$ cat src/rtl/g729_pitch_settings.svh
`ifndef G729_PITCH_SETTINGS_SVH
`define G729_PITCH_SETTINGS_SVH

// excitation memory word address
`define EXC_ADDR_W 12

// interpolation filter shape
`define INTER_TAPS 10  // taps on each side
`define UP_SAMP 3      // upsampling factor
`define INTER_LEN 31   // UP_SAMP * INTER_TAPS + 1
`define INTER_IDX_W 5

// longest sub-frame handled
`define SUBFR_MAX 40

`endif

$ cat src/rtl/g729_pitch_pkg.sv
`include "g729_pitch_settings.svh"

package g729_pitch_pkg;

	// Q15 speech sample, also used for table coefficients
	typedef logic signed [15:0] sample_t;

	// L_mac accumulator
	typedef logic signed [31:0] acc_t;

	// word address into the excitation RAM
	typedef logic [`EXC_ADDR_W-1:0] exc_addr_t;

endpackage

$ cat src/rtl/exc_mem_arbiter.sv
`include "g729_pitch_settings.svh"

module exc_mem_arbiter (
	input  logic                      clk,
	input  logic                      reset,
	input  logic                      lt_busy,
	input  logic                      lt_req_valid,
	input  logic                      lt_req_write,
	output logic                      lt_req_ready,
	input  g729_pitch_pkg::exc_addr_t lt_req_addr,
	input  g729_pitch_pkg::sample_t   lt_req_wdata,
	output logic                      lt_rsp_valid,
	output g729_pitch_pkg::sample_t   lt_rsp_data,
	input  logic                      host_req_valid,
	input  logic                      host_req_write,
	output logic                      host_req_ready,
	input  g729_pitch_pkg::exc_addr_t host_req_addr,
	input  g729_pitch_pkg::sample_t   host_req_wdata,
	output logic                      host_rsp_valid,
	output g729_pitch_pkg::sample_t   host_rsp_data,
	output logic                      ram_en,
	output logic                      ram_we,
	output g729_pitch_pkg::exc_addr_t ram_addr,
	output g729_pitch_pkg::sample_t   ram_wdata,
	input  g729_pitch_pkg::sample_t   ram_rdata
);

	logic lt_fire;
	logic host_fire;
	logic rd_lt;   // read in flight for the interpolator
	logic rd_host; // read in flight for the host

	////////////////////////////////////////
	// grant
	////////////////////////////////////////
	assign lt_req_ready = 1'b1; // interpolator always wins
	assign host_req_ready = !lt_busy && !lt_req_valid;

	assign lt_fire = lt_req_valid && lt_req_ready;
	assign host_fire = host_req_valid && host_req_ready;

	assign ram_en = lt_fire || host_fire;
	assign ram_we = lt_fire ? lt_req_write : (host_fire && host_req_write);
	assign ram_addr = lt_fire ? lt_req_addr : host_req_addr;
	assign ram_wdata = lt_fire ? lt_req_wdata : host_req_wdata;

	// remember who owns the read coming back
	always_ff @(posedge clk)
	begin
		if (reset)
		begin
			rd_lt <= 1'b0;
			rd_host <= 1'b0;
		end
		else
		begin
			rd_lt <= lt_fire && !lt_req_write;
			rd_host <= host_fire && !host_req_write;
		end
	end

	assign lt_rsp_valid = rd_lt;
	assign lt_rsp_data = ram_rdata;
	assign host_rsp_valid = rd_host;
	assign host_rsp_data = ram_rdata;

endmodule

$ cat config.mk
export PLATFORM = sky130hd
export DESIGN_NAME = exc_mem_arbiter
export DESIGN_NICKNAME = d
export VERILOG_FILES = /design/src/rtl/g729_pitch_pkg.sv /design/src/rtl/exc_mem_arbiter.sv
export VERILOG_INCLUDE_DIRS = /design/src /design/src/rtl
export SDC_FILE = /design/constraint.sdc
export NUM_CORES = 1
export LEC_CHECK = 0
export BUFFER_PORTS_ARGS = -buffer_cell sky130_fd_sc_hd__buf_2
export CORE_MARGIN = 8
export CORE_UTILIZATION = 24
export CTS_BUF_LIST = sky130_fd_sc_hd__clkbuf_4 sky130_fd_sc_hd__clkbuf_8 sky130_fd_sc_hd__clkbuf_16
export DETAILED_ROUTE_END_ITERATION = 6
export PLACE_DENSITY_LB_ADDON = 0.15
export RECOVER_POWER = 50
export REMOVE_ABC_BUFFERS = 1
export SLEW_MARGIN = 20
export SYNTH_ARGS = -nofsm -noshare
export SYNTH_HDL_FRONTEND = slang
export SYNTH_SLANG_ARGS = --single-unit
export TNS_END_PERCENT = 1
$ cat constraint.sdc
create_clock -name clk -period 0.8 [get_ports clk]
set_input_delay 0.12 -clock clk [delete_from_list [all_inputs] [get_ports clk]]
set_output_delay 0.12 -clock clk [all_outputs]
set_load 0.005 [all_outputs]
Yosys cells after proc, flatten, opt, wreduce, memory -nomap -nowiden
Cells that the tools add are included.

operators by class
  muxes and demuxes = 3
  reductions and logical operators = 10

operators by type and width
  operator            count
  two-way mux 16 bit  1
  two-way mux 12 bit  1
  logical AND 1 bit   5
  logical NOT 1 bit   4
  logical OR 1 bit    1
  two-way mux 1 bit   1

storage, ports and cells
  output and inout bits = 66
  word-level logic and storage cells = 15
  flip-flop bits (word level) = 2

Depth between registers and ports, before layout
Gate-level depths: netlist (run 1).

  depth after elaboration = 5
  depth in mapped cells = 4

Worst setup path after synthesis (run 1)
No wires, ideal clock.

  path type = in2out
  from = input lt_req_valid
  to = output ram_wdata[10]
  path buffers = 2
  data arrival time = 690 ps
  stages on the path = 3
  setup slack = -10 ps
  path through = buf_6 buf_6 mux2_4

between the ends
  cells in the longest elaborated chain, start to end = 1

RTL lines
  item                line                   RTL
  start, declared     exc_mem_arbiter.sv:7   input logic lt_req_valid,
  two-way mux 16 bit  exc_mem_arbiter.sv:45  assign ram_wdata = lt_fire ? lt_req_wdata : host_req_wdata;
  end, declared       exc_mem_arbiter.sv:24  output g729_pitch_pkg::sample_t ram_wdata,

Every way passes these cells.

Final worst setup path (run 1)
  from = input lt_req_valid
  to = output ram_addr[5]

between the ends
  cells in the longest elaborated chain, start to end = 1

RTL lines
  item                line                   RTL
  two-way mux 12 bit  exc_mem_arbiter.sv:44  assign ram_addr = lt_fire ? lt_req_addr : host_req_addr;
  end, declared       exc_mem_arbiter.sv:23  output g729_pitch_pkg::exc_addr_t ram_addr,

Every way passes these cells.

==> metrics list, run 1 <==
* Result of the run: finished with violations
- The final reports fail on setup timing.
* Setup repair after global routing missed its margin: true
- Total Nets Final: 224
* Synthesis-to-layout area growth: 67.6%
* Highest achievable clock rate: 1080 MHz
- Flop and latch count out of synthesis: 2
- Largest net degree at the start of global routing: 10
- Proportion of netlist area held by the largest area contributor: 45.6%
* CP Capture Type: output port
* Vias: slightly below 800
- Post-DRT Antenna Nets: 0
* Share of synthesized registers carrying an async set or reset: 0%
- CTS built an H-tree with a depth of 1.
- Post-synth EDFFs: 0
* Post-layout minimum cycle time: 0.930 ns
* Sum of overflow across all layers after global routing: 0
* Part of the Yosys area used for sequential elements: under 10%
- In the final routed layout, each cell accounts on average for 18.5 um.
* Critical setup path kind: input port to output port
* Total routed wirelength: about 3.5 mm
* Die Width: between 70 and 80 um
- Maximum VDD drop: between 200 and 300 uV
* Dominant cell by count in the synthesized netlist: buf_4
* Number of buffers between clock root and the deepest sink: 2
- During placement, the flow inserted port buffers numbering between 90 and 100.
* Critical path launch point type: input port
- Row cnt: 21
- For this run, the detailed router's first-pass iteration total came to 2.
- CP Data Required Time: a little under 0.7 ns
- Die area: 5560 um^2
- Count of endpoints failing setup in the final report: 29
- Core region area: about 3300 um^2
- After synthesis, the cell types taking the most area are mux2_4 (46%), buf_4 (30%), buf_12 (4.9%), dfxtp_1 (4.9%), mux2_2 (4.1%).
- The final-report max-slew violation count was 0.
* Predominant post-synthesis flop cell: dfxtp_1
- Total power density per cell area: between 700 and 800 nW/um^2
- The worst hold path belongs to the class input port to flop.
- In the routed layout, each cell is associated on average with a via count of roughly 4.2.
- Summed over all cells, the static leakage comes to slightly below 0.8 nW.
- Hold-fix buffer count after cts: 0
- The tool flagged a number of max-cap violations equal to 0.
- At the end of routability-driven placement, the weighted congestion stood at 0.710.
- The first global-routing pass estimated 4.84 mm of wire.
* Tcrit/Tclk final: 116%
- Gate count of the mapped netlist: 76
* Share of layout cells above drive strength 1: 93.0%
- After legalization and detailed placement, the total HPWL measured roughly 3.0 mm.
* Number of antenna violations at the first check in global routing: 0
* Peak fanout along the critical path: 8
* Total Negative Setup Slacks: -3.50 ns
* CTS tree: built
* Total power of the final layout: 1.09 mW
- The number of endpoints with negative hold slack in the final report came to 0.
- The most critical setup path has its endpoint at ram_addr[5].
- For this configuration, the core starts out at a cell density of between 20% and 30%.
- Share of the core filled with cells in the final layout: 41.7%
- Clock buffer count from CTS: 3
- Least setup slack across all paths after layout: -0.130 ns
* Boundary Pins: approximately 150
- Die boundary height: about 75 um
* Post-synthesis instance area: about 800 um^2
* Data arrival time of the critical path: 0.81 ns
- Number of global-route vias before repair: ~960
* Synth top cells by count: buf_4 (33), mux2_4 (25), mux2_2 (3), nand2b_1 (3)
- Top cell type by total area after synthesis: mux2_4
- Number of inserted diodes: 0
* Number of warnings issued by yosys: 0
- Averaged over all synthesized cells, the footprint is between 10 and 15 um^2.
- CTS clock-pin slew for the worst setup and hold paths: 0.03 ns
- Overall Global Routing Usage: between 10% and 20%
- The clock drives 2 sinks.
* Post-route DRC violation count: 0
* Starting DRC count in detailed routing: 7
- Unique masters post-synth: 13
- Layout filler cell count: 327
- The cell sitting at the root of the clock tree is a clkbuf_4.
- In this run the worst setup path begins at lt_req_valid.
critical path: stages:
cell	delay [ns]
buf_12	0.12
buf_16	0.14
mux2_4	0.30
buf_6	0.12
layout make-up:
class / count / area [um^2] / share of cell area [%]
multi-input combinational: 37 / 484 / 35.1
tap: 46 / 57.6 / 4.17
clock buffer: 3 / 22.5 / 1.63
sequential: 2 / 40.0 / 2.90
timing repair buffer: 101 / 776 / 56.2
per-stage QoR:
stage | cell area (um^2) | hold slack [ns] | cells | setup slack (ns)
after floorplan | 513 | 0.190 | 39 | 0.213
after CTS | 1380 | 0.0807 | 189 | -0.134
after detailed placement | 1090 | 0.240 | 183 | -0.227
after global placement | 1090 | 0.240 | 183 | -0.224
final | 1380 | 0.0833 | 189 | -0.130
after global routing | 1380 | 0.0845 | 189 | -0.142
power by group:
| group | internal [mW] | total [mW] | switching, mW |
|---|---|---|---|
| Sequential | 0.103 | 0.104 | 0.000472 |
| Combinational | 0.540 | 0.769 | 0.230 |
| Clock | 0.165 | 0.218 | 0.0533 |
layer usage:
| layer | GRT usage [%] | wire length [um] | vias up |
|---|---|---|---|
| li1 | - | - | 356 |
| met1 | 10.7 | 1140 | 345 |
| met2 | 17.5 | 1490 | 84 |
| met3 | 11.3 | 818 | 2 |
| met4 | 1.96 | 1 | 2 |
| met5 | 8.00 | 39 | - |
logic make-up (layout without fill, tap and decap cells):
| kind of cell | after synthesis | count (layout) | synth area share [%] |
|---|---|---|---|
| buf+inv | 37 | 104 | 37.7 |
| flops | 2 | 2 | 4.86 |
| mux | 28 | 28 | 49.7 |
| compound gates | 1 | 1 | 0.607 |
| other cells | 1 | 1 | 0.455 |
| simple gates | 7 | 7 | 6.69 |
placed cells by master (no fill, tap or decap), types with 2 or more instances in the layout:
master and n:
buf_16 2, clkbuf_4 3, mux2_4 28, buf_12 3
dfxtp_1 2, buf_2 66, buf_4 2, nand2b_1 3
buf_6 28
timing repair:
| item | 4_1_cts | 5_1_grt |
|---|---|---|
| pin swaps | 0 | 0 |
| gates cloned | 2 | 0 |
| setup endpoints to repair | 30 | 29 |
| resized for setup | 37 | 0 |
| buffers inserted | 1 | 0 |
how the worst min path moves through the flow:
stage | to | slack [ns] | startpoint | cells after the start
floorplan | host_rsp_valid$_SDFF_PP0_ | 0.19 | lt_req_valid | 1
global placement | host_rsp_data[14] | 0.24 | ram_rdata[14] | 0
detailed placement | host_rsp_data[14] | 0.24 | ram_rdata[14] | 0
CTS | lt_rsp_valid$_SDFF_PP0_ | 0.08 | lt_req_write | 2
global route | lt_rsp_valid$_SDFF_PP0_ | 0.08 | lt_req_write | 2
finish | lt_rsp_valid$_SDFF_PP0_ | 0.08 | lt_req_write | 2
registers in the layout, indices dropped and copies added, names as in the netlist:
register / count
host_rsp_valid: 1
lt_rsp_valid: 1
Note: power is estimated with default switching activity, not from simulation.
==> inputs of run 2 (changes only) <==
--- a/config.mk
+++ b/config.mk
@@ -6,10 +6,13 @@
 export SDC_FILE = /design/constraint.sdc
 export NUM_CORES = 1
 export LEC_CHECK = 0
+export ABC_AREA = 1
 export BUFFER_PORTS_ARGS = -buffer_cell sky130_fd_sc_hd__buf_2
+export CORE_ASPECT_RATIO = 0.6
 export CORE_MARGIN = 8
-export CORE_UTILIZATION = 24
+export CORE_UTILIZATION = 22
 export CTS_BUF_LIST = sky130_fd_sc_hd__clkbuf_4 sky130_fd_sc_hd__clkbuf_8 sky130_fd_sc_hd__clkbuf_16
+export CTS_CLUSTER_DIAMETER = 100
 export DETAILED_ROUTE_END_ITERATION = 6
 export PLACE_DENSITY_LB_ADDON = 0.15
 export RECOVER_POWER = 50
==> metrics list, run 2 <==
* Result of the run: finished, final reports clean
- Leakage power total: 0.758 nW (-2.4%)
- Worst-case hold slack: 0.0890 ns (+0.00576 ns)
* Total power of the final layout: 1.04 mW (-4.9%)
* Overall Global Routing Usage: 12.5% (+0.85 points)
* Count of endpoints failing setup in the final report: 0 (-100%)
- The number of fill cells in the layout is 323 (-1.2%).
- The initial cell density of the core was 23.7% (-1.2 points).
- Total Nets Final: 283 (+26%)
- The number of sinks driven by the clock tree was 2 (unchanged).
- The remaining antenna violation count came to 0 (unchanged).
- The critical path is of the input port to output port type.
* Row cnt: 15 (-29%)
- Gate count of the mapped netlist: 136 (+79%)
- Vias: 1008 (+28%)
- DR vias/cell: 4.13 (-1.0%)
- The initial antenna violation count is 0 (unchanged).
- Synth top cells by count: nand2_1 (88), buf_4 (34), buf_2 (4), dfxtp_1 (2), nor2_1 (2)
* Cell-by-cell listing of the critical path: buf_12 > clkinv_8 > buf_8 > nand2_1 > nand2_1 > buf_2
* Weighted congestion at the end of routability-driven global placement: 0.706 (-0.49%)
* CP Data Required Time: 0.68 ns (about the same)
- Flop and latch count out of synthesis: 2 (unchanged)
- Routed length per instance: 14.4 um (-22%)
- The worst setup path is launched from an input port.
* Setup repair after global routing missed its margin: true
* Tcrit/Tclk final: 97.5% (-19 points)
- The sequential cell area was 40.0 um^2 (unchanged).
* Core region area: 2930 um^2 (-12%)
- Die boundary height: 59.5 um (-20%)
- TritonCTS built the clock tree.
- STA classifies the critical path endpoint as an output port.
* Clock Tree Root: clkbuf_8
- The number of flops mapped to enable cells by yosys is 0 (unchanged).
* Buffering stage count on the worst path with inverters included: 4 (+1)
- The number of buffers added to fix hold violations after cts came to 0 (unchanged).
- Starting DRC count in detailed routing: 26 (+19)
- Number of warnings issued by yosys: 0 (unchanged)
- Total iterations of the first detailed-routing run: 3 (+1)
- Post-route DRC violation count: 0 (unchanged)
- nand2_1 takes more of the synthesized area than any other cell.
- The delay of the slowest cell on the worst path came to 0.13 ns (-0.17 ns).
- Yosys attributes the largest share of cell area to nand2_1 (48%), buf_4 (37%), dfxtp_1 (5.8%), buf_2 (2.9%), buf_6 (1.6%).
* Total routed wirelength: 3.51 mm (+0.29%)
- Peak fanout along the critical path: 8 (unchanged)
- CTS H-Tree Depth: 1 (unchanged)
* Number of inserted diodes: 0 (unchanged)
- The top-level port count was 145 (unchanged).
- The cell family contributing the most delay on the critical path is buffers and inverters.
* Most frequent CP cell: nand2_1
- Share of layout cells above drive strength 1: 57.9% (-35 points)
- Largest net degree at the start of global routing: 15 (+5)
- The worst hold path belongs to the class input port to flop.
- Proportion of netlist area held by the largest area contributor: 47.7% (+2.1 points)
* Unique masters post-synth: 11 (-2)
- Share of synthesized registers carrying an async set or reset: 0% (unchanged)
- The post-synthesis instance area came to 693 um^2 (-16%).
* Clock buffer count from CTS: 3 (unchanged)
- Total power density per cell area: 923 nW/um^2 (+17%)
- Synthesized area per cell: 5.10 um^2 (-53%)
* Number of buffers added on ports: 95 (unchanged)
- The via count of the first global-routing pass is 1097 (+15%).
- The number of max-cap violations came to 0 (unchanged).
- Slowest stage cell on the critical path: buf_8
- Final Hold Viols: 0 (unchanged)
* Synthesis-to-layout area growth: 62.3%
* Number of buffers between clock root and the deepest sink: 2 (unchanged)
- The die area came to 5260 um^2 (-5.4%).
* Data arrival time of the critical path: 0.66 ns (-0.15 ns)
* Area of the multi-input gates: 385 um^2 (-20%)
- The maximum frequency from static timing analysis was 1280 MHz (+19%).
- Commonest cells after routing, fill and taps aside: buf_2 (94), nand2_1 (80), nand2_2 (8), clkbuf_8 (3), buf_8 (3)
* Predominant post-synthesis flop cell: dfxtp_1
- Maximum VDD drop: 533 uV (+110%)
- CTS clock-pin slew for the worst setup and hold paths: 0.03 ns (about the same)
* Total setup buffers inserted after CTS: 0 (-1)
- The library cell used most frequently in the layout, excluding fill and tap cells, is buf_2.
- Dominant cell by count in the synthesized netlist: nand2_1
- Detailed-placement wirelength estimate: 2.89 mm (-2.6%)
* Die Width: 88.5 um (+19%)
- The total global routing overflow is 0 (unchanged).
- Part of the Yosys area used for sequential elements: 5.78% (+0.91 points)
- The final-report max-slew violation count came to 0 (unchanged).
- Post-layout minimum cycle time: 0.780 ns (-0.150 ns)
* First-pass GRT wire length: 5.06 mm (+4.7%)
run 2: cell types whose count changed after synthesis, sizes merged, moves of 2 or more:
cell and delta:
nand2b -3, buf +2, nand2 +87, mux2 -28
run 2: cell type report:
cell class              count  area share, %
well taps                  42           4.67
flip-flops and latches      2           3.56
inverters                   1           1.45
clock buffers               3           3.67
repair buffers            102           52.4
multi-input cells          94           34.3
run 2: worst paths after layout:
| check | from | endpoint | slack [ns] | cells past startpoint |
|---|---|---|---|---|
| worst max-delay path | lt_req_valid | ram_addr[3] | 0.02 | 6 |
| worst min-delay path | reset | lt_rsp_valid$_SDFF_PP0_ | 0.09 | 2 |
run 2: cells by family after synthesis:
| logic type | Yosys count | share of synthesized area [%] |
|---|---|---|
| AND/OR/NAND/NOR | 93 | 51.8 |
| flip-flops | 2 | 5.78 |
| buffers and inverters | 40 | 41.9 |
| other | 1 | 0.541 |
run 2: through the flow:
step	setup slack, ns	setup TNS [ns]	instance area [um^2]	utilization (%)	cells
after floorplan	-0.0546	-1.54	407	-	97
after global placement	-0.0652	-1.53	972	33.2	239
after detailed placement	-0.106	-2.35	972	33.2	239
after CTS	0.00471	0	1080	37.0	244
after global routing	-0.0103	-0.0863	1120	38.4	244
final	0.0200	0	1120	38.4	244
run 2: power by group:
part           internal (mW)  switching, mW
Combinational          0.300          0.241
Sequential             0.103       0.000552
Clock                  0.318         0.0753
run 2: layer usage:
| layer | GRT usage (%) | share of wire (%) | vias to the layer above |
|---|---|---|---|
| met5 | 3.37 | 0 | - |
| met3 | 12.3 | 21 | 2 |
| li1 | - | - | 502 |
| met2 | 18.4 | 42 | 88 |
| met4 | 2.86 | 0.48 | 0 |
| met1 | 11.9 | 36 | 416 |
run 2: what timing repair did:
action / 4_1_cts / 5_1_grt
cloned: 2 / 0
setup endpoints to repair: 30 / 22
resized for setup: 14 / 13
