### src/rtl/g729_pitch_settings.svh
`ifndef G729_PITCH_SETTINGS_SVH
`define G729_PITCH_SETTINGS_SVH

// excitation memory word address
`define EXC_ADDR_W 12

// interpolation filter shape
`define INTER_TAPS 10  // taps on each side
`define UP_SAMP 3      // upsampling factor
`define INTER_LEN 31   // UP_SAMP * INTER_TAPS + 1
`define INTER_IDX_W 5

// longest sub-frame handled
`define SUBFR_MAX 40

`endif

### src/rtl/g729_pitch_pkg.sv
`include "g729_pitch_settings.svh"

package g729_pitch_pkg;

	// Q15 speech sample, also used for table coefficients
	typedef logic signed [15:0] sample_t;

	// L_mac accumulator
	typedef logic signed [31:0] acc_t;

	// word address into the excitation RAM
	typedef logic [`EXC_ADDR_W-1:0] exc_addr_t;

endpackage

### src/rtl/inter_3l_rom.sv
`include "g729_pitch_settings.svh"

module inter_3l_rom (
	input  logic                    clk,
	input  logic [`INTER_IDX_W-1:0] addr,
	output g729_pitch_pkg::sample_t data
);
	import g729_pitch_pkg::*;

	sample_t coef;

	// 1/3 resolution interpolation filter in Q15
	always_comb
	begin
		case (addr)
			5'd0:    coef = 16'sd29443;
			5'd1:    coef = 16'sd25207;
			5'd2:    coef = 16'sd14701;
			5'd3:    coef = 16'sd3143;
			5'd4:    coef = -16'sd4402;
			5'd5:    coef = -16'sd5850;
			5'd6:    coef = -16'sd2783;
			5'd7:    coef = 16'sd1211;
			5'd8:    coef = 16'sd3130;
			5'd9:    coef = 16'sd2259;
			5'd11:   coef = -16'sd1652;
			5'd12:   coef = -16'sd1666;
			5'd13:   coef = -16'sd464;
			5'd14:   coef = 16'sd756;
			5'd15:   coef = 16'sd1099;
			5'd16:   coef = 16'sd550;
			5'd17:   coef = -16'sd245;
			5'd18:   coef = -16'sd634;
			5'd19:   coef = -16'sd451;
			5'd21:   coef = 16'sd308;
			5'd22:   coef = 16'sd296;
			5'd23:   coef = 16'sd78;
			5'd24:   coef = -16'sd120;
			5'd25:   coef = -16'sd165;
			5'd26:   coef = -16'sd79;
			5'd27:   coef = 16'sd34;
			5'd28:   coef = 16'sd91;
			5'd29:   coef = 16'sd70;
			default: coef = 16'sd0; // zero crossings at 10, 20, 30 and past the end
		endcase
	end

	always_ff @(posedge clk)
	begin
		data <= coef;
	end

endmodule

### config.mk
export PLATFORM = sky130hd
export DESIGN_NAME = inter_3l_rom
export DESIGN_NICKNAME = d
export VERILOG_FILES = /design/src/rtl/g729_pitch_pkg.sv /design/src/rtl/inter_3l_rom.sv
export VERILOG_INCLUDE_DIRS = /design/src /design/src/rtl
export SDC_FILE = /design/constraint.sdc
export NUM_CORES = 1
export LEC_CHECK = 0
export ABC_AREA = 1
export BUFFER_PORTS_ARGS = -buffer_cell sky130_fd_sc_hd__buf_2
export CAP_MARGIN = 20
export CORE_MARGIN = 10
export CORE_UTILIZATION = 61
export CTS_BUF_LIST = sky130_fd_sc_hd__clkbuf_8
export DETAILED_ROUTE_END_ITERATION = 8
export MAX_ROUTING_LAYER = met4
export PLACE_DENSITY = 0.87
export SYNTH_ARGS = -nofsm -noshare
export SYNTH_HDL_FRONTEND = slang
export SYNTH_SLANG_ARGS = --single-unit
### constraint.sdc
create_clock -name clk -period 1.9 [get_ports clk]
set_input_delay 0.38 -clock clk [delete_from_list [all_inputs] [get_ports clk]]
set_output_delay 0.38 -clock clk [all_outputs]
set_load 0.03 [all_outputs]
Yosys cells after proc, flatten, opt, wreduce, memory -nomap -nowiden
Memories as Yosys holds them, arrays and structs flattened. A register that Yosys moved wholly into a read port is not among the register bits.
Cells that the tools add are included.
{"block": "word_totals", "mem_count": 1, "romBits": 512, "out_inout_bits": 16, "register_bits": 0, "in_bits": 6, "word_cells": 1}
{"name": "(no name shown)", "depth": 32, "word_bits": 16, "read_ports": 1, "rd_clocked_by_memory_dff": 1, "write_ports": 0, "line": "inter_3l_rom.sv:15", "rtl": "case (addr)"}

Logic depth before layout (Yosys ltp)
Gate-level depths: netlist of run 1.
{"block": "depth", "word_depth": 0, "mapped_depth": 9, "depth_no_buf": 9}

Least setup slack after synthesis of run 1
No wires, ideal clock.
{"block": "synth_timing", "path_type": "input -> register", "startpoint": "input port addr[1]", "endpoint": "register data[1]", "arrival_ns": 1.216, "cell_stages": 9, "slack_ns": 0.571, "t_required_ns": 1.787, "setup_time_ns": 0.113, "n_path_buf": 0, "path_cell_list": "inv_1 ha_1 inv_1 nand2_1 nand2_1 nand2_1 nand2_1 nand2_1 nand2_1"}
{"item": "start, declared", "line": "inter_3l_rom.sv:5", "rtl": "input logic [`INTER_IDX_W-1:0] addr,"}
{"item": "end, declared", "line": "inter_3l_rom.sv:6", "rtl": "output g729_pitch_pkg::sample_t data"}

==> results of run 1 <==
-- layer usage --
| metal | routed length (um) | track usage |
|---|---|---|
| met3 | 269 | 0.0548 |
| met2 | 1260 | 0.205 |
| met5 | 0 | - |
| met4 | 94 | 0.0984 |
| met1 | 1230 | 0.180 |
-- power breakdown --
| part | switching, W | leakage, nW | internal (W) |
|---|---|---|---|
| Sequential | 0.00000819 | 0.135 | 0.000373 |
| Clock | 0.000121 | 0.0288 | 0.000184 |
| Combinational | 0.000220 | 0.561 | 0.0000861 |
-- kinds of logic after synthesis --
family	after synthesis
flip-flops	16
adder cells (fa/ha/maj)	10
buffers and inverters	19
AND/OR/NAND/NOR	114
AO/OA/AOI/OAI	13
-- worst min-delay path, stage by stage --
cell and delay (ns):
buf_2 0.19, nand2_1 0.10, nand2_1 0.04
-- synthesized netlist by cell type (2+ instances only) --
| cell | number |
|---|---|
| dfxtp_1 | 16 |
| o21ai_2 | 2 |
| nand2_1 | 73 |
| nand3_1 | 29 |
| o21ai_0 | 4 |
| buf_6 | 3 |
| nor2_1 | 2 |
| buf_4 | 2 |
| buf_2 | 3 |
| a21oi_1 | 5 |
| inv_4 | 2 |
| nand2_2 | 6 |
| ha_1 | 10 |
| inv_1 | 8 |
-- final timing paths --
kind,endpoint,start,cells past startpoint
setup / recovery,data[1]$_DFF_P_,addr[1],10
hold / removal,data[4]$_DFF_P_,addr[4],3
-- final cells by class --
| class | instances | area (um2) | area share |
|---|---|---|---|
| multi-input cells | 137 | 706 | 0.557 |
| flip-flops and latches | 16 | 320 | 0.253 |
| repair buffers | 22 | 113 | 0.0888 |
| clock buffers | 4 | 55.1 | 0.0434 |
| inverters | 10 | 42.5 | 0.0336 |
| well taps | 25 | 31.3 | 0.0247 |
-- per-stage QoR --
stage                     hold slack [ns]   util  instances
final                               0.498  0.718        214
after global routing                0.498  0.718        214
after CTS                           0.496  0.718        214
after detailed placement            0.758  0.687        210
after global placement              0.747  0.687        210
after floorplan                     0.533      -        172
==> run metrics, run 1 <==
Post-Syn Instances 172; Pwr per Cell Area 783 nW/um2; critical path type primary input to register; routed via count 1168; wire length per cell 13.3 um; grt total ovfl 0; post-route antenna net violation count 0; first drt pass iteration count 7; post-synthesis mux area share 0; CTS Root Cell clkbuf_8; WP buf/inv 3; CTS resizes 0; Sum Neg Setup Slack 0 ns; final setup fails 0; crit share post-route 0.753; first-pass GRT wire length 4.87 mm; clock sink total 16; CTS tree done; Worst Tran Pin Value 0.487 ns; Ant. Diodes 0; peak supply drop 502 uV; worst hold path type primary input to register; predominant post-synthesis flop cell dfxtp_1; status finished clean; f_max 699 MHz; initial core utilization 0.653; final instance area 1270 um2; RSZ-0062 raised after global routing false; Critical-path top delay cell ha_1; final wirelength 2.85 mm; share of layout cells above drive strength 1 0.206; Largest delay share family, worst path adder cells; TritonCTS buffer count 3; Layout area overhead 9.99%; die width 63.5 um; critical path peak fanout 9; simple-gate share of the synthesized area 0.439; Mapped Nets 188; final hold violation count 0; post-synthesis adder-cell area fraction 0.109; setup ws final 0.469 ns; commonest non-fill, non-tap cells in the layout nand2_1, nand3_1, buf_2; fin nets 206; max reg flops 16; DPL Wire Length 2.12 mm; htree depth 1; crit path DAT 1.58 ns; post-synthesis compound-gate area fraction 0.0651; PortBufs 21; max-cap viol count 0; die height 63.5 um; initial antenna violation count 0; GRT Overall Usage 0.150; top cell type's share of synthesized area 0.278; Placed Area 1210 um2; Leak Pwr 0.724 nW; final total power 0.000992 W; most frequent CP cell nand2_1; vias per cell 5.46; Reg clk slew, reported paths 0.06 ns; CTS Hold Bufs 0; 1st-iter DRT viols 87; Ports 22; minimum clock period 1.43 ns; dominant cells by area after synthesis dfxtp_1, nand2_1, nand3_1; Synth warnings 0; Synth cell types 21; die area 4030 um2; Largest regs data x16; largest family of logic cells by synthesized area simple AND/OR/NAND/NOR gates; commonest non-fill, non-tap cell in the layout nand2_1; Slew HR 0.675; vias in the first global route 1077; Worst setup SP type primary input; Fill cells 160; pre-CTS setup slack 0.240 ns; Biggest register data; DRC Markers 0; clk buf depth 2; post-synthesis sequential area ratio 0.278; Setup Fix Bufs, Post-CTS 0; crit-path max cell delay 0.42 ns; Final Max Tran Viols 0; ys async rst share 0; synthesis-stage register bit count 16; Critical Path Sink Type register; post-synthesis xor/xnor area fraction 0; mapped cell area 1150 um2; Post-synth EDFFs 0; syn_area_per_cell 6.70 um2; cell accounting for the most synthesized area dfxtp_1; Cell Rows 15; RD Place Congestion 0.939; largest net degree at the start of global routing 25; Worst EP required 2.05 ns; CP Cell Sequence buf_2, inv_1, ha_1, inv_1, nand2_1, nand2_1, nand2_1, nand2_1, nand2_1, nand2_1; Placeable Area 1760 um2
(Power assumes the default switching activity.)
==> inputs of run 2 (changes only) <==
--- a/config.mk
+++ b/config.mk
@@ -6,15 +6,15 @@
 export SDC_FILE = /design/constraint.sdc
 export NUM_CORES = 1
 export LEC_CHECK = 0
-export ABC_AREA = 1
+export ABC_AREA = 0
 export BUFFER_PORTS_ARGS = -buffer_cell sky130_fd_sc_hd__buf_2
 export CAP_MARGIN = 20
 export CORE_MARGIN = 10
-export CORE_UTILIZATION = 61
+export CORE_UTILIZATION = 51
 export CTS_BUF_LIST = sky130_fd_sc_hd__clkbuf_8
 export DETAILED_ROUTE_END_ITERATION = 8
 export MAX_ROUTING_LAYER = met4
-export PLACE_DENSITY = 0.87
+export PLACE_DENSITY = 0.77
 export SYNTH_ARGS = -nofsm -noshare
 export SYNTH_HDL_FRONTEND = slang
 export SYNTH_SLANG_ARGS = --single-unit
==> constraint.sdc (replaced) <==
create_clock -name clk -period 1.26 [get_ports clk]
set_input_delay 0.252 -clock clk [delete_from_list [all_inputs] [get_ports clk]]
set_output_delay 0.252 -clock clk [all_outputs]
set_load 0.03 [all_outputs]
==> run 2 against run 1 <==
Sequential share of layout area shrank 5.3 points. Worst setup slack lost 0.42 ns. Clock-buffer cell count did not move. Power increased by 64%. Cell area is 27% higher. Synthesized area rose by 1.1%. First-iteration DRC count up 4.6%. Combinational power increased by 91%. Synthesized cell count decreased by 20%. Largest cell class unchanged.
==> run metrics, run 2 <==
top cell type's share of synthesized area 0.275; largest net degree at the start of global routing 22; Largest regs data x16; synthesis-stage register bit count 16; final total power 0.00163 W; Worst EP required 1.39 ns; Post-synth EDFFs 0; final setup fails 0; CTS tree done; Mapped Nets 154; cell accounting for the most synthesized area dfxtp_1; TritonCTS buffer count 3; Setup Fix Bufs, Post-CTS 0; min-delay src addr[4]; wire length per cell 16.2 um; 1st-iter DRT viols 91; Leak Pwr 0.719 nW; Synth warnings 0; routed via count 1206; Final Max Tran Viols 0; Fill cells 155; critical path peak fanout 7; syn_area_per_cell 8.44 um2; peak supply drop 625 uV; CP Cell Sequence buf_2, inv_6, ha_4, nor2_1, a21oi_1, mux4_2; clk buf depth 2; area of the multi-input gates 778 um2; crit-path max cell delay 0.47 ns; initial antenna violation count 0; die area 4600 um2; Ant. Diodes 0; initial core utilization 0.532; first drt pass iteration count 4; f_max 827 MHz; RD Place Congestion 0.909; DPL Wire Length 2.71 mm; predominant post-synthesis flop cell dfxtp_1; Worst Hold Path Cells 3; Sum Neg Setup Slack 0 ns; clock sink total 16; share of layout cells above drive strength 1 0.395; first-pass GRT wire length 5.66 mm; die width 67.8 um; Placed Area 1530 um2; RSZ-0062 raised after global routing true; worst hold path type primary input to register; commonest non-fill, non-tap cell in the layout buf_4; synth cell count leaders dfxtp_1, o21ai_0, ha_1, nor2_1, nor2b_1; die height 67.8 um; ys async rst share 0; max-cap viol count 0; post-synthesis sequential area ratio 0.275; crit share post-route 0.959; vias per cell 5.66; Post-Syn Instances 138; Worst Tran Pin Value 0.402 ns; DRC Markers 0; Pwr per Cell Area 1020 nW/um2; final hold violation count 0; Critical Path Sink Type register; final wirelength 3.45 mm; crit path from addr[0]; Critical-path top delay cell mux4_2; Setup crit end data[5]$_DFF_P_; Cell Rows 17; Synth cell types 44; Layout area overhead 37.8%; max reg flops 16; Biggest register data; Placeable Area 2190 um2; status finished clean; htree depth 1; fin nets 202; sequential cell area 320 um2; Reg clk slew, reported paths 0.07 ns; commonest non-fill, non-tap cells in the layout buf_4, buf_2, dfxtp_1; Ports 22; dominant cells by area after synthesis dfxtp_1, ha_1, o21ai_0; setup ws final 0.0515 ns; Worst setup SP type primary input; vias in the first global route 1207; pre-CTS setup slack -0.258 ns; most instantiated library cell after synthesis dfxtp_1; mapped cell area 1160 um2; final instance area 1610 um2; CTS Root Cell clkbuf_8; grt total ovfl 0; Slew HR 0.725; post-route antenna net violation count 0; minimum clock period 1.21 ns; GRT Overall Usage 0.162; critical path type primary input to register; crit path DAT 1.34 ns; PortBufs 21
-- run 2: cell families after synthesis --
family | share of synthesized area
flip-flops | 0.275
AND/OR/NAND/NOR | 0.175
AO/OA/AOI/OAI | 0.265
buffers and inverters | 0.0913
XOR/XNOR | 0.0226
adder cells (fa/ha/maj) | 0.107
multiplexers | 0.0634
-- run 2: timing repair --
item | 4_1_cts | 5_1_grt
endpoints found under the setup margin | 0 | 13
resized for setup | 0 | 9
hold buffers | 0 | 0
-- run 2: routing by layer --
| layer | GRT usage | vias to the layer above | wire [um] |
|---|---|---|---|
| li1 | - | 592 | - |
| met1 | 0.183 | 577 | 1470 |
| met2 | 0.281 | 33 | 1750 |
| met3 | 0.0165 | 4 | 175 |
| met4 | 0.0704 | 0 | 45 |
| met5 | - | - | 0 |
-- run 2: worst min path at each step --
stage,to,slack [ns]
after floorplan,data[3]$_DFF_P_,0.43
after global placement,data[6]$_DFF_P_,0.66
final,data[6]$_DFF_P_,0.40
after global routing,data[6]$_DFF_P_,0.42
after CTS,data[6]$_DFF_P_,0.40
after detailed placement,data[6]$_DFF_P_,0.67
-- run 2: layout make-up --
class | instances | share of cell area
Clock buffer | 4 | 0.0343
Inverter | 7 | 0.0195
Multi-Input combinational cell | 103 | 0.485
Sequential cell | 16 | 0.200
Tap cell | 28 | 0.0218
Timing Repair Buffer | 55 | 0.240
-- run 2: power breakdown --
part           switching, W  leakage [nW]  internal, W  total [W]
Clock              0.000190        0.0288     0.000278   0.000468
Combinational      0.000346         0.555     0.000238   0.000585
Sequential        0.0000129         0.135     0.000565   0.000577
-- run 2: worst max-delay path, delay by kind of cell --
family / cells / cell delay, ns
mux: 1 / 0.47
fa+ha+maj: 1 / 0.27
buf+inv: 2 / 0.22
simple gates: 1 / 0.09
compound gates: 1 / 0.04
-- run 2: metrics by stage --
stage          utilization  hold WS [ns]  std cells
2_1_floorplan            -         0.435        138
3_3_place_gp         0.698         0.662        209
3_5_place_dp         0.698         0.669        209
4_1_cts              0.724         0.400        213
5_1_grt              0.733         0.423        213
6_report             0.733         0.400        213
==> inputs of run 3 (changes only) <==
--- a/config.mk
+++ b/config.mk
@@ -11,10 +11,11 @@
 export CAP_MARGIN = 20
 export CORE_MARGIN = 10
 export CORE_UTILIZATION = 51
-export CTS_BUF_LIST = sky130_fd_sc_hd__clkbuf_8
+export CTS_BUF_LIST = sky130_fd_sc_hd__clkbuf_2
 export DETAILED_ROUTE_END_ITERATION = 8
 export MAX_ROUTING_LAYER = met4
 export PLACE_DENSITY = 0.77
+export RECOVER_POWER = 100
 export SYNTH_ARGS = -nofsm -noshare
 export SYNTH_HDL_FRONTEND = slang
 export SYNTH_SLANG_ARGS = --single-unit
==> run 3 against run 2 <==
Global-route usage is 0.41 points lower. First-iteration DRC count grew 3.3%. Cell area fell by 3.2%. Routed wire length down 2.7%. Final cell count did not move. Worst hold slack worse by 0.083 ns. Utilization is 2.3 points lower. Via count down 0.50%. Sequential power is 0.7% higher. Non-clock buffer count stayed put. Clock power fell by 47%. Clock-buffer cell count is 1 lower.
==> run metrics, run 3 (synthesized netlist as in run 2, its figures left out) <==
die height 67.8 um; CTS tree done; DRC Markers 0; clock sink total 16; Setup Fix Bufs, Post-CTS 0; initial core utilization 0.532; Placeable Area 2190 um2; P_sw 0.000534 W; max reg flops 16; clk buf depth 2; worst hold path type primary input to register; Worst EP required 1.43 ns; Reg power frac 0.414; Largest regs data x16; crit path DAT 1.35 ns; initial antenna violation count 0; Combinational Power Share 0.410; post-route antenna net violation count 0; Fill cells 169; commonest non-fill, non-tap cells in the layout buf_4, clkbuf_2, dfxtp_1; area of the multi-input gates 763 um2; Sw Share 0.381; Ports 22; Critical Path Sink Type register; min-delay src addr[4]; Pwr per Cell Area 902 nW/um2; grt total ovfl 0; minimum clock period 1.18 ns; first drt pass iteration count 4; largest net degree at the start of global routing 22; CTS Root Cell clkbuf_2; wire length per cell 15.7 um; Final Core Density 0.709; final total power 0.00140 W; Leak Pwr 0.711 nW; critical path type primary input to register; vias in the first global route 1201; Final Max Tran Viols 0; htree depth 1; Ant. Diodes 0; die width 67.8 um; Slew HR 0.734; RSZ-0062 raised after global routing false; critical path peak fanout 7; routed via count 1200; CTS Hold Bufs 0; TritonCTS buffer count 3; internal power 0.000867 W; vias per cell 5.63; die area 4600 um2; Clk network pwr share 0.176; crit share post-route 0.939; sequential cell area 320 um2; max-cap viol count 0; final setup fails 0; Biggest register data; 1st-iter DRT viols 94; final wirelength 3.35 mm; Worst setup SP type primary input; Reg clk slew, reported paths 0.18 ns; Layout area overhead 33.4%; RD Place Congestion 0.909; f_max 845 MHz; share of layout cells above drive strength 1 0.357; first-pass GRT wire length 5.62 mm; Worst Tran Pin Value 0.395 ns; crit path from addr[1]; GRT Overall Usage 0.157; commonest non-fill, non-tap cell in the layout buf_4; fin nets 202; peak supply drop 507 uV; status finished clean; Cell Rows 17; PortBufs 21; final hold violation count 0; DPL Wire Length 2.71 mm
[run 3: cell count changes in the layout (fill, tap and decap cells not counted), sizes merged]
| cell | change |
|---|---|
| buf | -17 |
| clkbuf | +16 |
| clkinv | +1 |
[run 3: repair_timing]
action,4_1_cts,5_1_grt
setup endpoints to repair,0,3
hold endpoints to repair,0,0
gates resized for setup,0,2
[run 3: path summary, 6_finish.rpt]
kind	to	depth (start not counted)	slack, ns
worst min-delay path	data[6]$_DFF_P_	3	0.32
worst max-delay path	data[3]$_DFF_P_	5	0.08
[run 3: power by group through the flow]
stage                     clock network, W  registers [W]  logic, W
after floorplan                          0       0.000711  0.000253
after global placement                   0       0.000588  0.000562
after detailed placement                 0       0.000590  0.000575
after CTS                         0.000243       0.000578  0.000576
after global routing              0.000269       0.000586  0.000622
final                             0.000247       0.000581  0.000574
[run 3: worst max-delay path, cell delays in order]
cell	delay, ns
buf_2	0.12
buf_4	0.16
ha_1	0.27
o311ai_0	0.39
o211ai_1	0.16
[run 3: area by class of cell]
class | count | share of cell area
timing repair buffer | 55 | 0.248
inverter | 7 | 0.0201
sequential | 16 | 0.206
tap | 28 | 0.0225
multi-input combinational | 103 | 0.491
clock inverter | 1 | 0.00242
clock buffer | 3 | 0.00966
[run 3: stage by stage]
stage / std cells / hold WS (ns) / TNS, ns / worst slack, ns / instance area (um2)
after floorplan: 138 / 0.435 / -0.300 / -0.124 / 1220
after global placement: 209 / 0.662 / -2.45 / -0.220 / 1530
after detailed placement: 209 / 0.669 / -3.13 / -0.258 / 1530
after CTS: 213 / 0.325 / 0 / 0.0842 / 1550
after global routing: 213 / 0.327 / 0 / 0.00828 / 1550
final: 213 / 0.317 / 0 / 0.0763 / 1550
[run 3: metal layers]
| layer | GRT usage | up-vias | wire length [um] |
|---|---|---|---|
| met3 | 0.0165 | 9 | 204 |
| met2 | 0.273 | 44 | 1630 |
| met5 | - | - | 0 |
| li1 | - | 590 | - |
| met1 | 0.182 | 557 | 1450 |
| met4 | 0.0578 | 0 | 72 |
